==> src/hw/axi_burst_macros.svh <==
`ifndef AXI_BURST_MACROS_SVH
`define AXI_BURST_MACROS_SVH

// bus widths
`define AXI_ADDR_W 64
`define AXI_DATA_W 64
`define AXI_LEN_W 8
`define STRB_W (`AXI_DATA_W / 8)

// one cache line is 8 beats of 64 bits
`define BURST_BEATS 8
`define BEAT_IDX_W 3

// uncached region, single beats only
`define MMIO_BASE 64'h0000_0000_8300_0000

`define RESP_W 2
`define RESP_OKAY 2'b00

`endif

==> src/hw/axi_burst_pkg.sv <==
`include "axi_burst_macros.svh"

package axi_burst_pkg;

  // same request address seen as a byte address or as line/word/byte
  typedef union packed {
    logic [`AXI_ADDR_W-1:0] raw;
    struct packed {
      logic [`AXI_ADDR_W-`BEAT_IDX_W-4:0] line_num;
      logic [`BEAT_IDX_W-1:0]             word;
      logic [2:0]                         ofs;   // byte within 64-bit word
    } line;
  } req_addr_u;

endpackage

==> src/hw/xfer_if.sv <==
`include "axi_burst_macros.svh"

interface xfer_if;

  logic                   grant;
  logic                   pending;
  logic                   owner;     // 0 data port, 1 fetch port
  logic                   is_write;
  logic                   is_mmio;
  logic [`AXI_LEN_W-1:0]  xfer_len;
  logic                   beat_clr;
  logic                   beat_inc;
  logic [`BEAT_IDX_W-1:0] beat_idx;
  logic                   last_beat;

  modport arb (
    input  grant, beat_clr,
    output pending, owner, is_write, is_mmio, xfer_len
  );

  modport fsm (
    input  pending, owner, is_write, last_beat,
    output grant, beat_clr, beat_inc
  );

  modport cnt (
    input  pending, xfer_len, beat_clr, beat_inc,
    output beat_idx, last_beat
  );

  modport rpath (input beat_idx, last_beat, owner);

  modport wpath (input beat_idx, last_beat, is_mmio);

endinterface

==> src/hw/req_arbiter.sv <==
`include "axi_burst_macros.svh"

module req_arbiter (
  input  logic                      clk,
  input  logic                      rst_i,
  input  logic                      d_req_i,
  input  logic                      d_rw_i,
  input  axi_burst_pkg::req_addr_u  d_addr_i,
  input  logic [`AXI_DATA_W-1:0]    d_wdata_i,
  input  logic                      i_req_i,
  input  axi_burst_pkg::req_addr_u  i_addr_i,
  xfer_if.arb                       xfer,
  output logic [`AXI_ADDR_W-1:0]    addr_o,
  output logic [`AXI_DATA_W-1:0]    mmio_wdata_o
);

  localparam int unsigned LINE_LEN = `BURST_BEATS - 1;

  axi_burst_pkg::req_addr_u addr_q;
  axi_burst_pkg::req_addr_u aligned;
  logic [`AXI_DATA_W-1:0]   wdata_q;
  logic                     take;
  logic                     d_mmio;
  logic                     pending_q;
  logic                     owner_q;
  logic                     is_write_q;
  logic                     is_mmio_q;

  assign take   = xfer.grant && (d_req_i || i_req_i);
  assign d_mmio = d_addr_i.raw >= `MMIO_BASE;

  always_ff @(posedge clk) begin
    if (rst_i) begin
      pending_q  <= 1'b0;
      owner_q    <= 1'b0;
      is_write_q <= 1'b0;
      is_mmio_q  <= 1'b0;
    end else if (xfer.beat_clr) begin
      pending_q <= 1'b0;   // transfer finished
    end else if (take) begin
      pending_q  <= 1'b1;
      owner_q    <= !d_req_i;   // data port wins a tie
      is_write_q <= d_req_i && d_rw_i;
      is_mmio_q  <= d_req_i && d_mmio;   // fetch is always a line fill
    end
  end

  always_ff @(posedge clk) begin
    if (take) begin
      addr_q  <= d_req_i ? d_addr_i : i_addr_i;
      wdata_q <= d_wdata_i;
    end
  end

  // burst start is the line base
  always_comb begin
    aligned           = addr_q;
    aligned.line.word = '0;
    aligned.line.ofs  = '0;
  end

  assign addr_o        = is_mmio_q ? addr_q.raw : aligned.raw;
  assign mmio_wdata_o  = wdata_q;
  assign xfer.pending  = pending_q;
  assign xfer.owner    = owner_q;
  assign xfer.is_write = is_write_q;
  assign xfer.is_mmio  = is_mmio_q;
  assign xfer.xfer_len = is_mmio_q ? '0 : LINE_LEN[`AXI_LEN_W-1:0];

  // the FSM must not re-grant while a transfer is still latched
  a_no_grant_while_pending: assert property (
    @(posedge clk) disable iff (rst_i) xfer.grant |-> !pending_q
  );

endmodule

==> src/hw/axi_burst_fsm.sv <==
`include "axi_burst_macros.svh"

module axi_burst_fsm (
  input  logic              clk,
  input  logic              rst_i,
  xfer_if.fsm               xfer,
  input  logic              ar_ready_i,
  input  logic              aw_ready_i,
  input  logic              w_ready_i,
  input  logic [`RESP_W-1:0] r_resp_i,
  input  logic [`RESP_W-1:0] b_resp_i,
  input  logic              r_valid_i,
  input  logic              b_valid_i,
  output logic              ar_valid_o,
  output logic              aw_valid_o,
  output logic              w_valid_o,
  output logic              r_ready_o,
  output logic              b_ready_o,
  output logic              d_done_o,
  output logic              i_done_o,
  output logic              err_o,
  output logic              busy_o
);

  typedef enum logic [2:0] {
    IDLE,
    ADDR_R,
    DATA_R,
    ADDR_W,
    DATA_W,
    RESP_W,
    DONE
  } state_t;

  state_t state_q;
  state_t state_d;
  logic   err_q;
  logic   start;
  logic   bad_resp;

  // latched transfer shows up the cycle after grant
  assign start = (state_q == IDLE) && xfer.pending;

  always_comb begin
    state_d = state_q;
    case (state_q)
      IDLE: begin
        if (xfer.pending) begin
          if (xfer.is_write) begin
            state_d = aw_ready_i ? DATA_W : ADDR_W;
          end else begin
            state_d = ar_ready_i ? DATA_R : ADDR_R;
          end
        end
      end
      ADDR_R: if (ar_ready_i) state_d = DATA_R;
      DATA_R: if (r_valid_i && xfer.last_beat) state_d = DONE;
      ADDR_W: if (aw_ready_i) state_d = DATA_W;
      DATA_W: if (w_ready_i && xfer.last_beat) state_d = RESP_W;
      RESP_W: if (b_valid_i) state_d = DONE;
      DONE:   state_d = IDLE;
      default: state_d = IDLE;
    endcase
  end

  always_ff @(posedge clk) begin
    if (rst_i) begin
      state_q <= IDLE;
    end else begin
      state_q <= state_d;
    end
  end

  assign bad_resp = (r_ready_o && r_valid_i && (r_resp_i != `RESP_OKAY)) ||
                    (b_ready_o && b_valid_i && (b_resp_i != `RESP_OKAY));

  // sticky over the whole transfer
  always_ff @(posedge clk) begin
    if (rst_i || state_q == IDLE) begin
      err_q <= 1'b0;
    end else if (bad_resp) begin
      err_q <= 1'b1;
    end
  end

  assign ar_valid_o = (state_q == ADDR_R) || (start && !xfer.is_write);
  assign aw_valid_o = (state_q == ADDR_W) || (start && xfer.is_write);
  assign w_valid_o  = state_q == DATA_W;
  assign r_ready_o  = state_q == DATA_R;
  assign b_ready_o  = state_q == RESP_W;

  assign xfer.grant    = (state_q == IDLE) && !xfer.pending;
  assign xfer.beat_inc = (r_ready_o && r_valid_i) || (w_valid_o && w_ready_i);
  assign xfer.beat_clr = state_q == DONE;   // also releases the arbiter

  assign d_done_o = (state_q == DONE) && !xfer.owner;
  assign i_done_o = (state_q == DONE) && xfer.owner;
  assign err_o    = (state_q == DONE) && err_q;
  assign busy_o   = xfer.pending || (state_q != IDLE);

  // write beats only for a latched write transfer
  a_wvalid_in_data_w: assert property (
    @(posedge clk) disable iff (rst_i)
    w_valid_o |-> xfer.pending && xfer.is_write
  );

endmodule

==> src/hw/beat_counter.sv <==
`include "axi_burst_macros.svh"

module beat_counter (
  input  logic clk,
  input  logic rst_i,
  xfer_if.cnt  xfer
);

  logic [`BEAT_IDX_W-1:0] beat_q;
  logic [`AXI_LEN_W-1:0]  beat_ext;

  assign beat_ext = {{(`AXI_LEN_W - `BEAT_IDX_W){1'b0}}, beat_q};

  always_ff @(posedge clk) begin
    if (rst_i || xfer.beat_clr) begin
      beat_q <= '0;
    end else if (xfer.beat_inc && !xfer.last_beat) begin
      beat_q <= beat_q + 1'b1;   // holds on the final beat
    end
  end

  assign xfer.beat_idx  = beat_q;
  assign xfer.last_beat = beat_ext == xfer.xfer_len;

  // no beat after the final one of a transfer
  a_no_beat_past_len: assert property (
    @(posedge clk) disable iff (rst_i)
    xfer.beat_inc |-> xfer.pending && !$past(xfer.beat_inc && xfer.last_beat)
  );

endmodule

==> src/hw/read_beat_path.sv <==
`include "axi_burst_macros.svh"

module read_beat_path (
  input  logic                   clk,
  input  logic                   rst_i,
  xfer_if.rpath                  xfer,
  input  logic                   r_valid_i,
  input  logic                   r_ready_i,
  input  logic [`AXI_DATA_W-1:0] r_data_i,
  input  logic                   r_last_i,
  output logic                   fill_wen_o,
  output logic [`BEAT_IDX_W-1:0] fill_idx_o,
  output logic                   fill_owner_o,
  output logic [`AXI_DATA_W-1:0] fill_data_o
);

  logic accept;

  assign accept = r_valid_i && r_ready_i;

  always_ff @(posedge clk) begin
    if (rst_i) begin
      fill_wen_o <= 1'b0;
    end else begin
      fill_wen_o <= accept;   // one pulse per accepted beat
    end
  end

  always_ff @(posedge clk) begin
    if (accept) begin
      fill_idx_o   <= xfer.beat_idx;
      fill_owner_o <= xfer.owner;
      fill_data_o  <= r_data_i;
    end
  end

  // slave's last flag must agree with our own beat count
  a_rlast_matches: assert property (
    @(posedge clk) disable iff (rst_i) accept |-> (r_last_i == xfer.last_beat)
  );

endmodule

==> src/hw/write_beat_path.sv <==
`include "axi_burst_macros.svh"

module write_beat_path (
  xfer_if.wpath                  xfer,
  input  logic [`AXI_DATA_W-1:0] line_data_i,
  input  logic [`AXI_DATA_W-1:0] mmio_data_i,
  output logic [`AXI_DATA_W-1:0] w_data_o,
  output logic [`STRB_W-1:0]     w_strb_o,
  output logic                   w_last_o,
  output logic [`BEAT_IDX_W-1:0] line_idx_o
);

  // requester answers line_idx_o combinationally on line_data_i
  assign line_idx_o = xfer.beat_idx;

  assign w_data_o = xfer.is_mmio ? mmio_data_i : line_data_i;
  assign w_strb_o = '1;   // full words only
  assign w_last_o = xfer.last_beat;

endmodule

==> src/hw/axi_burst_top.sv <==
`include "axi_burst_macros.svh"

module axi_burst_top (
  input  logic                   clk,
  input  logic                   rst_i,
  // data port
  input  logic                   d_req_i,
  input  logic                   d_rw_i,
  input  logic [`AXI_ADDR_W-1:0] d_addr_i,
  input  logic [`AXI_DATA_W-1:0] d_wdata_i,
  output logic                   d_done_o,
  // fetch port
  input  logic                   i_req_i,
  input  logic [`AXI_ADDR_W-1:0] i_addr_i,
  output logic                   i_done_o,
  // status and fill bus
  output logic                   err_o,
  output logic                   busy_o,
  output logic                   fill_wen_o,
  output logic [`BEAT_IDX_W-1:0] fill_idx_o,
  output logic                   fill_owner_o,
  output logic [`AXI_DATA_W-1:0] fill_data_o,
  // writeback line words
  output logic [`BEAT_IDX_W-1:0] line_idx_o,
  input  logic [`AXI_DATA_W-1:0] line_data_i,
  // AXI
  input  logic                   aw_ready_i,
  output logic                   aw_valid_o,
  output logic [`AXI_ADDR_W-1:0] aw_addr_o,
  output logic [`AXI_LEN_W-1:0]  aw_len_o,
  input  logic                   w_ready_i,
  output logic                   w_valid_o,
  output logic [`AXI_DATA_W-1:0] w_data_o,
  output logic [`STRB_W-1:0]     w_strb_o,
  output logic                   w_last_o,
  output logic                   b_ready_o,
  input  logic                   b_valid_i,
  input  logic [`RESP_W-1:0]     b_resp_i,
  input  logic                   ar_ready_i,
  output logic                   ar_valid_o,
  output logic [`AXI_ADDR_W-1:0] ar_addr_o,
  output logic [`AXI_LEN_W-1:0]  ar_len_o,
  output logic                   r_ready_o,
  input  logic                   r_valid_i,
  input  logic [`RESP_W-1:0]     r_resp_i,
  input  logic [`AXI_DATA_W-1:0] r_data_i,
  input  logic                   r_last_i
);

  logic [`AXI_ADDR_W-1:0] req_addr;
  logic [`AXI_DATA_W-1:0] mmio_wdata;

  xfer_if xfer ();

  req_arbiter arb0 (
    .clk         (clk),
    .rst_i       (rst_i),
    .d_req_i     (d_req_i),
    .d_rw_i      (d_rw_i),
    .d_addr_i    (d_addr_i),
    .d_wdata_i   (d_wdata_i),
    .i_req_i     (i_req_i),
    .i_addr_i    (i_addr_i),
    .xfer        (xfer.arb),
    .addr_o      (req_addr),
    .mmio_wdata_o(mmio_wdata)
  );

  axi_burst_fsm fsm0 (
    .clk       (clk),
    .rst_i     (rst_i),
    .xfer      (xfer.fsm),
    .ar_ready_i(ar_ready_i),
    .aw_ready_i(aw_ready_i),
    .w_ready_i (w_ready_i),
    .r_resp_i  (r_resp_i),
    .b_resp_i  (b_resp_i),
    .r_valid_i (r_valid_i),
    .b_valid_i (b_valid_i),
    .ar_valid_o(ar_valid_o),
    .aw_valid_o(aw_valid_o),
    .w_valid_o (w_valid_o),
    .r_ready_o (r_ready_o),
    .b_ready_o (b_ready_o),
    .d_done_o  (d_done_o),
    .i_done_o  (i_done_o),
    .err_o     (err_o),
    .busy_o    (busy_o)
  );

  beat_counter cnt0 (
    .clk  (clk),
    .rst_i(rst_i),
    .xfer (xfer.cnt)
  );

  read_beat_path rd0 (
    .clk         (clk),
    .rst_i       (rst_i),
    .xfer        (xfer.rpath),
    .r_valid_i   (r_valid_i),
    .r_ready_i   (r_ready_o),
    .r_data_i    (r_data_i),
    .r_last_i    (r_last_i),
    .fill_wen_o  (fill_wen_o),
    .fill_idx_o  (fill_idx_o),
    .fill_owner_o(fill_owner_o),
    .fill_data_o (fill_data_o)
  );

  write_beat_path wr0 (
    .xfer       (xfer.wpath),
    .line_data_i(line_data_i),
    .mmio_data_i(mmio_wdata),
    .w_data_o   (w_data_o),
    .w_strb_o   (w_strb_o),
    .w_last_o   (w_last_o),
    .line_idx_o (line_idx_o)
  );

  // both address channels carry the latched request
  assign ar_addr_o = req_addr;
  assign aw_addr_o = req_addr;
  assign ar_len_o  = xfer.xfer_len;
  assign aw_len_o  = xfer.xfer_len;

endmodule

==> config.mk <==
export PLATFORM = sky130hd
export DESIGN_NAME = axi_burst_top
export DESIGN_NICKNAME = d
export VERILOG_FILES = /design/src/hw/axi_burst_pkg.sv /design/src/hw/xfer_if.sv /design/src/hw/req_arbiter.sv /design/src/hw/axi_burst_fsm.sv /design/src/hw/beat_counter.sv /design/src/hw/read_beat_path.sv /design/src/hw/write_beat_path.sv /design/src/hw/axi_burst_top.sv
export VERILOG_INCLUDE_DIRS = /design/src /design/src/hw
export SDC_FILE = /design/constraint.sdc
export NUM_CORES = 1
export LEC_CHECK = 0
export ABC_AREA = 1
export BUFFER_PORTS_ARGS = -buffer_cell sky130_fd_sc_hd__buf_4
export CAP_MARGIN = 10
export CORE_AREA = 4 4 246 248
export CTS_CLUSTER_SIZE = 25
export DETAILED_ROUTE_END_ITERATION = 7
export DIE_AREA = 0 0 250 252
export SYNTH_ARGS = -nofsm -noshare
export SYNTH_HDL_FRONTEND = slang
export SYNTH_SLANG_ARGS = --single-unit
==> constraint.sdc <==
create_clock -name clk -period 5.65 [get_ports clk]
set_clock_uncertainty 0.2 [all_clocks]
set_input_delay 0.565 -clock clk [delete_from_list [all_inputs] [get_ports clk]]
set_output_delay 0.565 -clock clk [all_outputs]
set_load 0.01 [all_outputs]
==> results of run 1 <==
metal layers:
metal	GRT usage, %	up-vias	part of all wire [%]	wire, µm
met2	19.7	445	50	18800
met4	3.61	6	3.1	1180
met3	4.13	70	11	4070
li1	-	4068	-	-
met1	11.8	3887	36	13400
met5	0	-	0.10	39
layout make-up:
type | instances | area (µm²) | area share (%)
inverters | 41 | 160 | 0.989
multi-input cells | 519 | 2100 | 13.0
well taps | 773 | 967 | 5.97
flip-flops and latches | 208 | 6130 | 37.9
diodes | 7 | 17.5 | 0.108
repair buffers | 746 | 5930 | 36.6
clock buffers | 30 | 666 | 4.11
clock inverters | 18 | 221 | 1.37
kinds of logic after synthesis:
logic type | count (synthesis) | share of synthesized area, %
and+or+nand+nor | 466 | 19.1
buffers and inverters | 217 | 14.6
DFF | 208 | 64.1
AOI/OAI and AO/OA | 32 | 1.81
xor gates and xnor gates | 2 | 0.183
other | 2 | 0.0786
adders and majority gates | 1 | 0.131
sequential cells by signal, summed over array words and instances (netlist names):
signal,cells
rd0.fill_wen_o,1
arb0.xfer.owner,1
rd0.fill_data_o,64
rd0.fill_owner_o,1
fsm0.state_q,3
arb0.xfer.is_write,1
arb0.xfer.is_mmio,1
arb0.xfer.pending,1
rd0.fill_idx_o,3
arb0.addr_q,64
cnt0.xfer.beat_idx,3
fsm0.err_q,1
arb0.mmio_wdata_o,64
per-stage QoR:
stage | hold slack [ns] | total power (µW) | instances | worst slack [ns] | util, %
2_1_floorplan | 0.231 | 3830 | 944 | 2.16 | -
3_3_place_gp | 0.256 | 4730 | 2159 | 2.31 | 24.0
3_5_place_dp | 0.271 | 4750 | 2159 | 2.30 | 24.0
4_1_cts | 0.0122 | 6630 | 2335 | 1.67 | 27.7
5_1_grt | 0.0400 | 6850 | 2337 | 1.51 | 27.7
6_report | 0.0588 | 6490 | 2342 | 1.79 | 27.7
power groups by stage:
stage | Sequential, µW | Combinational [µW] | Clock (µW)
finish | 2580 | 2180 | 1730
CTS | 2590 | 2220 | 1810
global placement | 2610 | 2120 | 0
floorplan | 2490 | 1340 | 0
detailed placement | 2610 | 2140 | 0
global route | 2630 | 2360 | 1860
path summary, 6_finish.rpt:
kind	start	endpoint	slack, ns	cells after the start
max reg2reg	arb0.xfer.is_mmio	fsm0.state_q[1]	2.63	10
min	rst_i	fsm0.state_q[2]	0.06	2
max	arb0.xfer.is_mmio	w_last_o	1.79	7
min reg2reg	arb0.xfer.owner	rd0.fill_owner_o	0.27	0
cells in the mapped netlist, types with 2 or more instances:
| cell | n |
|---|---|
| a21oi_1 | 7 |
| buf_1 | 4 |
| buf_2 | 12 |
| buf_4 | 145 |
| buf_6 | 2 |
| clkbuf_1 | 13 |
| conb_1 | 2 |
| dfxtp_1 | 12 |
| edfxtp_1 | 196 |
| inv_1 | 34 |
| inv_2 | 4 |
| nand2_1 | 416 |
| nand2_2 | 2 |
| nand3_1 | 6 |
| nand4_1 | 2 |
| nor2_1 | 31 |
| nor2_2 | 2 |
| nor2_4 | 4 |
| o21ai_0 | 19 |
| o22ai_1 | 2 |
==> impl_results.md, run 1 <==
- Status: completed
- Vias in the first global route: slightly below 9000
- Vias per std cell: ~3.6
- Worst hold path class: in -> reg
- Clk Latency, worst-skew pair: 0.55 ns
- GRT Resource Usage Total: around 11%
- PortBufs: around 610
- DR vias: around 8500
- Power share of the clock group: a little over a quarter
- Worst Setup Start Kind: flip-flop
- Commonest cells after routing, fill and taps aside: buf_4 (617), nand2_1 (416), edfxtp_1 (196)
- Netlist Area Pre-Place: approximately 9600 µm²
- Synth Area per Inst: a little over 10 µm²
- Worst VDD drop: ~0.18 mV
- DP Area: roughly 14000 µm²
- Hold bufs inserted after CTS: 128
- Pre-Repair DR Iteration Count: 5
- Fin nets: 1878
- Number of flops mapped to enable cells by yosys: 196
- Setup tns final: 0 ns
- Largest net degree at the start of global routing: between 80 and 90
- Initial antenna violation count: 13
- CP Buf/Inv Count: 4
- Row count: between 80 and 90
- Height of the die: between 200 and 300 µm
- Crit path kind: reg -> out
- PostCTS Resize Cnt: 0
- Comb power frac: 33.5%
- Post-route DRC violation count: 0
- CP Cell Sequence: inv_2, buf_4, nand2_1, nand2_2, nand2_1, inv_1, buf_4
- Routed Antenna Nets: 0
- Leakage: 0.00746 µW
- Netlist cell types: 33
- TritonCTS clock tree: done
- Slew Limit Fails: 0
- Gp weighted congestion: roughly 0.88
- Sequential area share after synthesis: approximately 64%
- Hold violation count in the final report: 0
- Unrepaired setup endpoints after global routing: false
- Worst-Margin Slew: ~1.1 ns
- Crit path DAT: 3.10 ns
- Fillers: roughly 6000
- I/O pin count: between 600 and 700
- Cell area after layout: between 15000 and 20000 µm²
- Cell taking the most area after synthesis: edfxtp_1
- CP Max Fanout: 73
- Cell Pwr Density: around 400 nW/µm²
- CTS sink count: 208
- Die Width: roughly 250 µm
- Inserted Clock Buffers: 26
- H-tree levels: 1
- Core area: 58500 µm²
- NetSw: 2160 µW
- Postcts setup bufs: 0
- CTS max path bufs: 3
- Global-route wire length before repair: around 53 mm
- Sw Share: approximately a third
- Routed len/inst: between 15 and 20 µm
- Post-synth top area share: 61.6%
- Syn. warnings: 0
- Tcrit/Tclk final: 68.4%
- Seq pwr share: 39.8%
- Overflow left after global routing: 0
- Die ar.: roughly 63000 µm²
- Top area cells in the synthesized netlist: edfxtp_1 (62%), nand2_1 (16%), buf_4 (11%)
- Area growth, synth to finish: 69.4%
- DRT iter0 DRCs: ~420
- Total Wirelength: between 30 and 40 mm
- CP top delay family: buffers and inverters
- Most common flop cell mapped by yosys: edfxtp_1
- Max_cap viols: 0
- DP HPWL: 28.8 mm
- Slowest-stage cell, CP: dfxtp_4
- Flip-flop and latch count after synthesis: ~210
- Ys async rst share: 0%
- Clock period minus worst slack: a little under 4 ns
- Post-Synthesis Cells: just over 900
- Slew headroom: around 30%
- Required time of the critical path: 4.89 ns
- Worst-path clk slew: approximately 0.060 ns
- Finish-stage setup viols: 0
- Fmax achieved: roughly 260 MHz
- Clk root buf: clkbuf_16
- Setup crit end kind: primary output
- Most common cell after layout, fill and taps aside: buf_4
- Initial core utilization: around 16%
- Largest stage delay on the critical path: between 0.9 and 1 ns
- Layout cells sized above 1: around 43%
- Internal: ~4300 µW
Note: power is estimated with default switching activity, not from simulation.
==> run 2: changes to the inputs <==
--- a/config.mk
+++ b/config.mk
@@ -9,10 +9,10 @@
 export ABC_AREA = 1
 export BUFFER_PORTS_ARGS = -buffer_cell sky130_fd_sc_hd__buf_4
 export CAP_MARGIN = 10
-export CORE_AREA = 4 4 246 248
+export CORE_AREA = 4 4 245 247
 export CTS_CLUSTER_SIZE = 25
 export DETAILED_ROUTE_END_ITERATION = 7
-export DIE_AREA = 0 0 250 252
+export DIE_AREA = 0 0 249 251
 export SYNTH_ARGS = -nofsm -noshare
 export SYNTH_HDL_FRONTEND = slang
 export SYNTH_SLANG_ARGS = --single-unit
==> constraint.sdc (replaced) <==
create_clock -name clk -period 3.3 [get_ports clk]
set_clock_uncertainty 0.2 [all_clocks]
set_input_delay 0.33 -clock clk [delete_from_list [all_inputs] [get_ports clk]]
set_output_delay 0.33 -clock clk [all_outputs]
set_load 0.01 [all_outputs]
==> impl_results.md, run 2 (synthesized netlist as in run 1, its figures left out) <==
- Cell Pwr Density: 637 nW/µm² (was 401 nW/µm²)
- Routed Antenna Nets: 0 (unchanged)
- Worst-Margin Slew: 0.907 ns (was 1.05 ns)
- Worst VDD drop: 0.367 mV (was 0.183 mV)
- Max_cap viols: 0 (unchanged)
- Post-route DRC violation count: 0 (unchanged)
- Diodes inserted: 0 (was 7)
- Core area: 57600 µm² (was 58500 µm²)
- Slew Limit Fails: 0 (unchanged)
- Fin nets: 2018 (was 1878)
- CTS sink count: 208 (unchanged)
- Slew headroom: 39.5% (was 29.9%)
- Gp weighted congestion: 0.947 (was 0.883)
- Initial antenna violation count: 1 (was 13)
- Overflow left after global routing: 0 (unchanged)
- Vias per std cell: 3.66 (was 3.62)
- Row count: 88 (was 89)
- Layout cells sized above 1: 39.8% (was 43.3%)
- Global-route wire length before repair: 53.5 mm (was 52.9 mm)
- DP HPWL: 27.8 mm (was 28.8 mm)
- Area growth, synth to finish: 83.6% (was 69.4%)
- Most common cell after layout, fill and taps aside: buf_4 (unchanged)
- PostCTS Resize Cnt: 0 (unchanged)
- CTS max path bufs: 3 (unchanged)
- Die Width: 249 µm (was 250 µm)
- DRT iter0 DRCs: 427 (was 418)
- Total Wirelength: 36.9 mm (was 37.5 mm)
- CP Max Fanout: 52 (was 73)
- Vias in the first global route: 9389 (was 8829)
- Inserted Clock Buffers: 24 (was 26)
- Height of the die: 251 µm (was 252 µm)
- Tcrit/Tclk final: slightly above 80%
- Power Total: 11200 µW (was 6490 µW)
- Worst hold path class: in -> reg (unchanged)
- H-tree levels: 1 (unchanged)
- Clk root buf: clkbuf_16 (unchanged)
- Clock period minus worst slack: about 2.7 ns
- Setup tns final: 0 ns (unchanged)
- Die ar.: 62500 µm² (was 63000 µm²)
- I/O pin count: 633 (unchanged)
- Routed len/inst: 15.0 µm (was 16.0 µm)
- DR vias: 9028 (was 8476)
- Worst Setup Start Kind: flip-flop (unchanged)
- Unrepaired setup endpoints after global routing: false (unchanged)
- Fmax achieved: 366 MHz
- Fillers: 5783 (was 6022)
- Worst-path clk slew: 0.06 ns (about the same)
- TritonCTS clock tree: done (unchanged)
- Initial core utilization: 16.6% (was 16.4%)
- Largest net degree at the start of global routing: 73 (was 81)
- Hold violation count in the final report: 0 (unchanged)
- Commonest cells after routing, fill and taps aside: buf_4 (619), nand2_1 (416), dlygate4sd3_1 (265) (was buf_4 (617), nand2_1 (416), edfxtp_1 (196))
- Crit path kind: reg -> out (unchanged)
- Crit path DAT: 2.21 ns (was 3.10 ns)
- PortBufs: 613 (unchanged)
- Required time of the critical path: 2.77 ns (was 4.89 ns)
- Finish-stage setup viols: 0 (unchanged)
- Status: completed (unchanged)
- Pre-Repair DR Iteration Count: 5 (unchanged)
- GRT Resource Usage Total: 10.8% (was 10.9%)
- Clk Latency, worst-skew pair: 0.54 ns (was 0.55 ns)
- Leakage: 0.00807 µW (was 0.00746 µW)
- Setup crit end kind: primary output (unchanged)
## run 2: cell count changes in the layout (fill, tap and decap cells not counted), sizes merged
cell,previous run,this run
buf,618,623
bufinv,4,5
clkbuf,30,26
clkinv,10,13
clkinvlp,3,1
diode,7,0
dlygate4sd3,128,265
inv,42,40
## run 2: report_power, final
group          total [µW]  switching, µW  leakage (µW)  internal (µW)
Clock                2800           1080      0.000403           1720
Combinational        4000           2110       0.00572           1890
Sequential           4370            458       0.00195           3910
Total               11200           3650       0.00807           7530
## run 2: metal layers
| metal | GRT usage (%) | up-vias | part of all wire (%) |
|---|---|---|---|
| li1 | - | 4339 | - |
| met1 | 11.7 | 4146 | 37 |
| met2 | 20.1 | 473 | 51 |
| met3 | 2.62 | 70 | 8.1 |
| met4 | 4.50 | 0 | 3.6 |
| met5 | 0 | - | 0 |
## run 2: per-stage QoR
stage                     std cells  setup slack (ns)  hold slack, ns  cell area [µm²]  util (%)
final                          2465             0.565          0.0504            17600      30.5
after global routing           2465             0.383          0.0376            17600      30.5
after CTS                      2465             0.500         0.00115            17600      30.5
after detailed placement       2156              1.11           0.264            14100      24.4
after global placement         2156              1.14           0.260            14100      24.4
after floorplan                 944           -0.0753           0.199             9620         -
## run 2: worst paths after layout
| path | depth (start not counted) | endpoint | from | slack, ns |
|---|---|---|---|---|
| worst min register to register | 0 | rd0.fill_owner_o | arb0.xfer.owner | 0.29 |
| worst min-delay path | 6 | cnt0.xfer.beat_idx[0] | w_ready_i | 0.05 |
| worst max-delay path | 5 | w_data_o[18] | arb0.xfer.is_mmio | 0.56 |
| worst max register to register | 8 | fsm0.err_q | fsm0.state_q[0] | 0.75 |
## run 2: what timing repair did
action	CTS	global route
buffers inserted	0	0
hold buffers	265	0
setup endpoints to repair	0	0
endpoints found under the hold margin	200	0
## run 2: area by class of cell
class / count / area [µm²] / area share, %
repair buffers: 888 / 7380 / 42.0
flip-flops and latches: 208 / 6130 / 34.9
clock inverters: 18 / 224 / 1.28
multi-input cells: 519 / 2100 / 12.0
inverters: 41 / 160 / 0.912
clock buffers: 26 / 608 / 3.46
well taps: 765 / 957 / 5.45
## run 2: critical path, stage by stage (launching register included)
cell and delay (ns):
dfxtp_2 0.32, inv_2 0.62, buf_4 0.38, nand2_1 0.07
nand2_1 0.08, buf_4 0.13
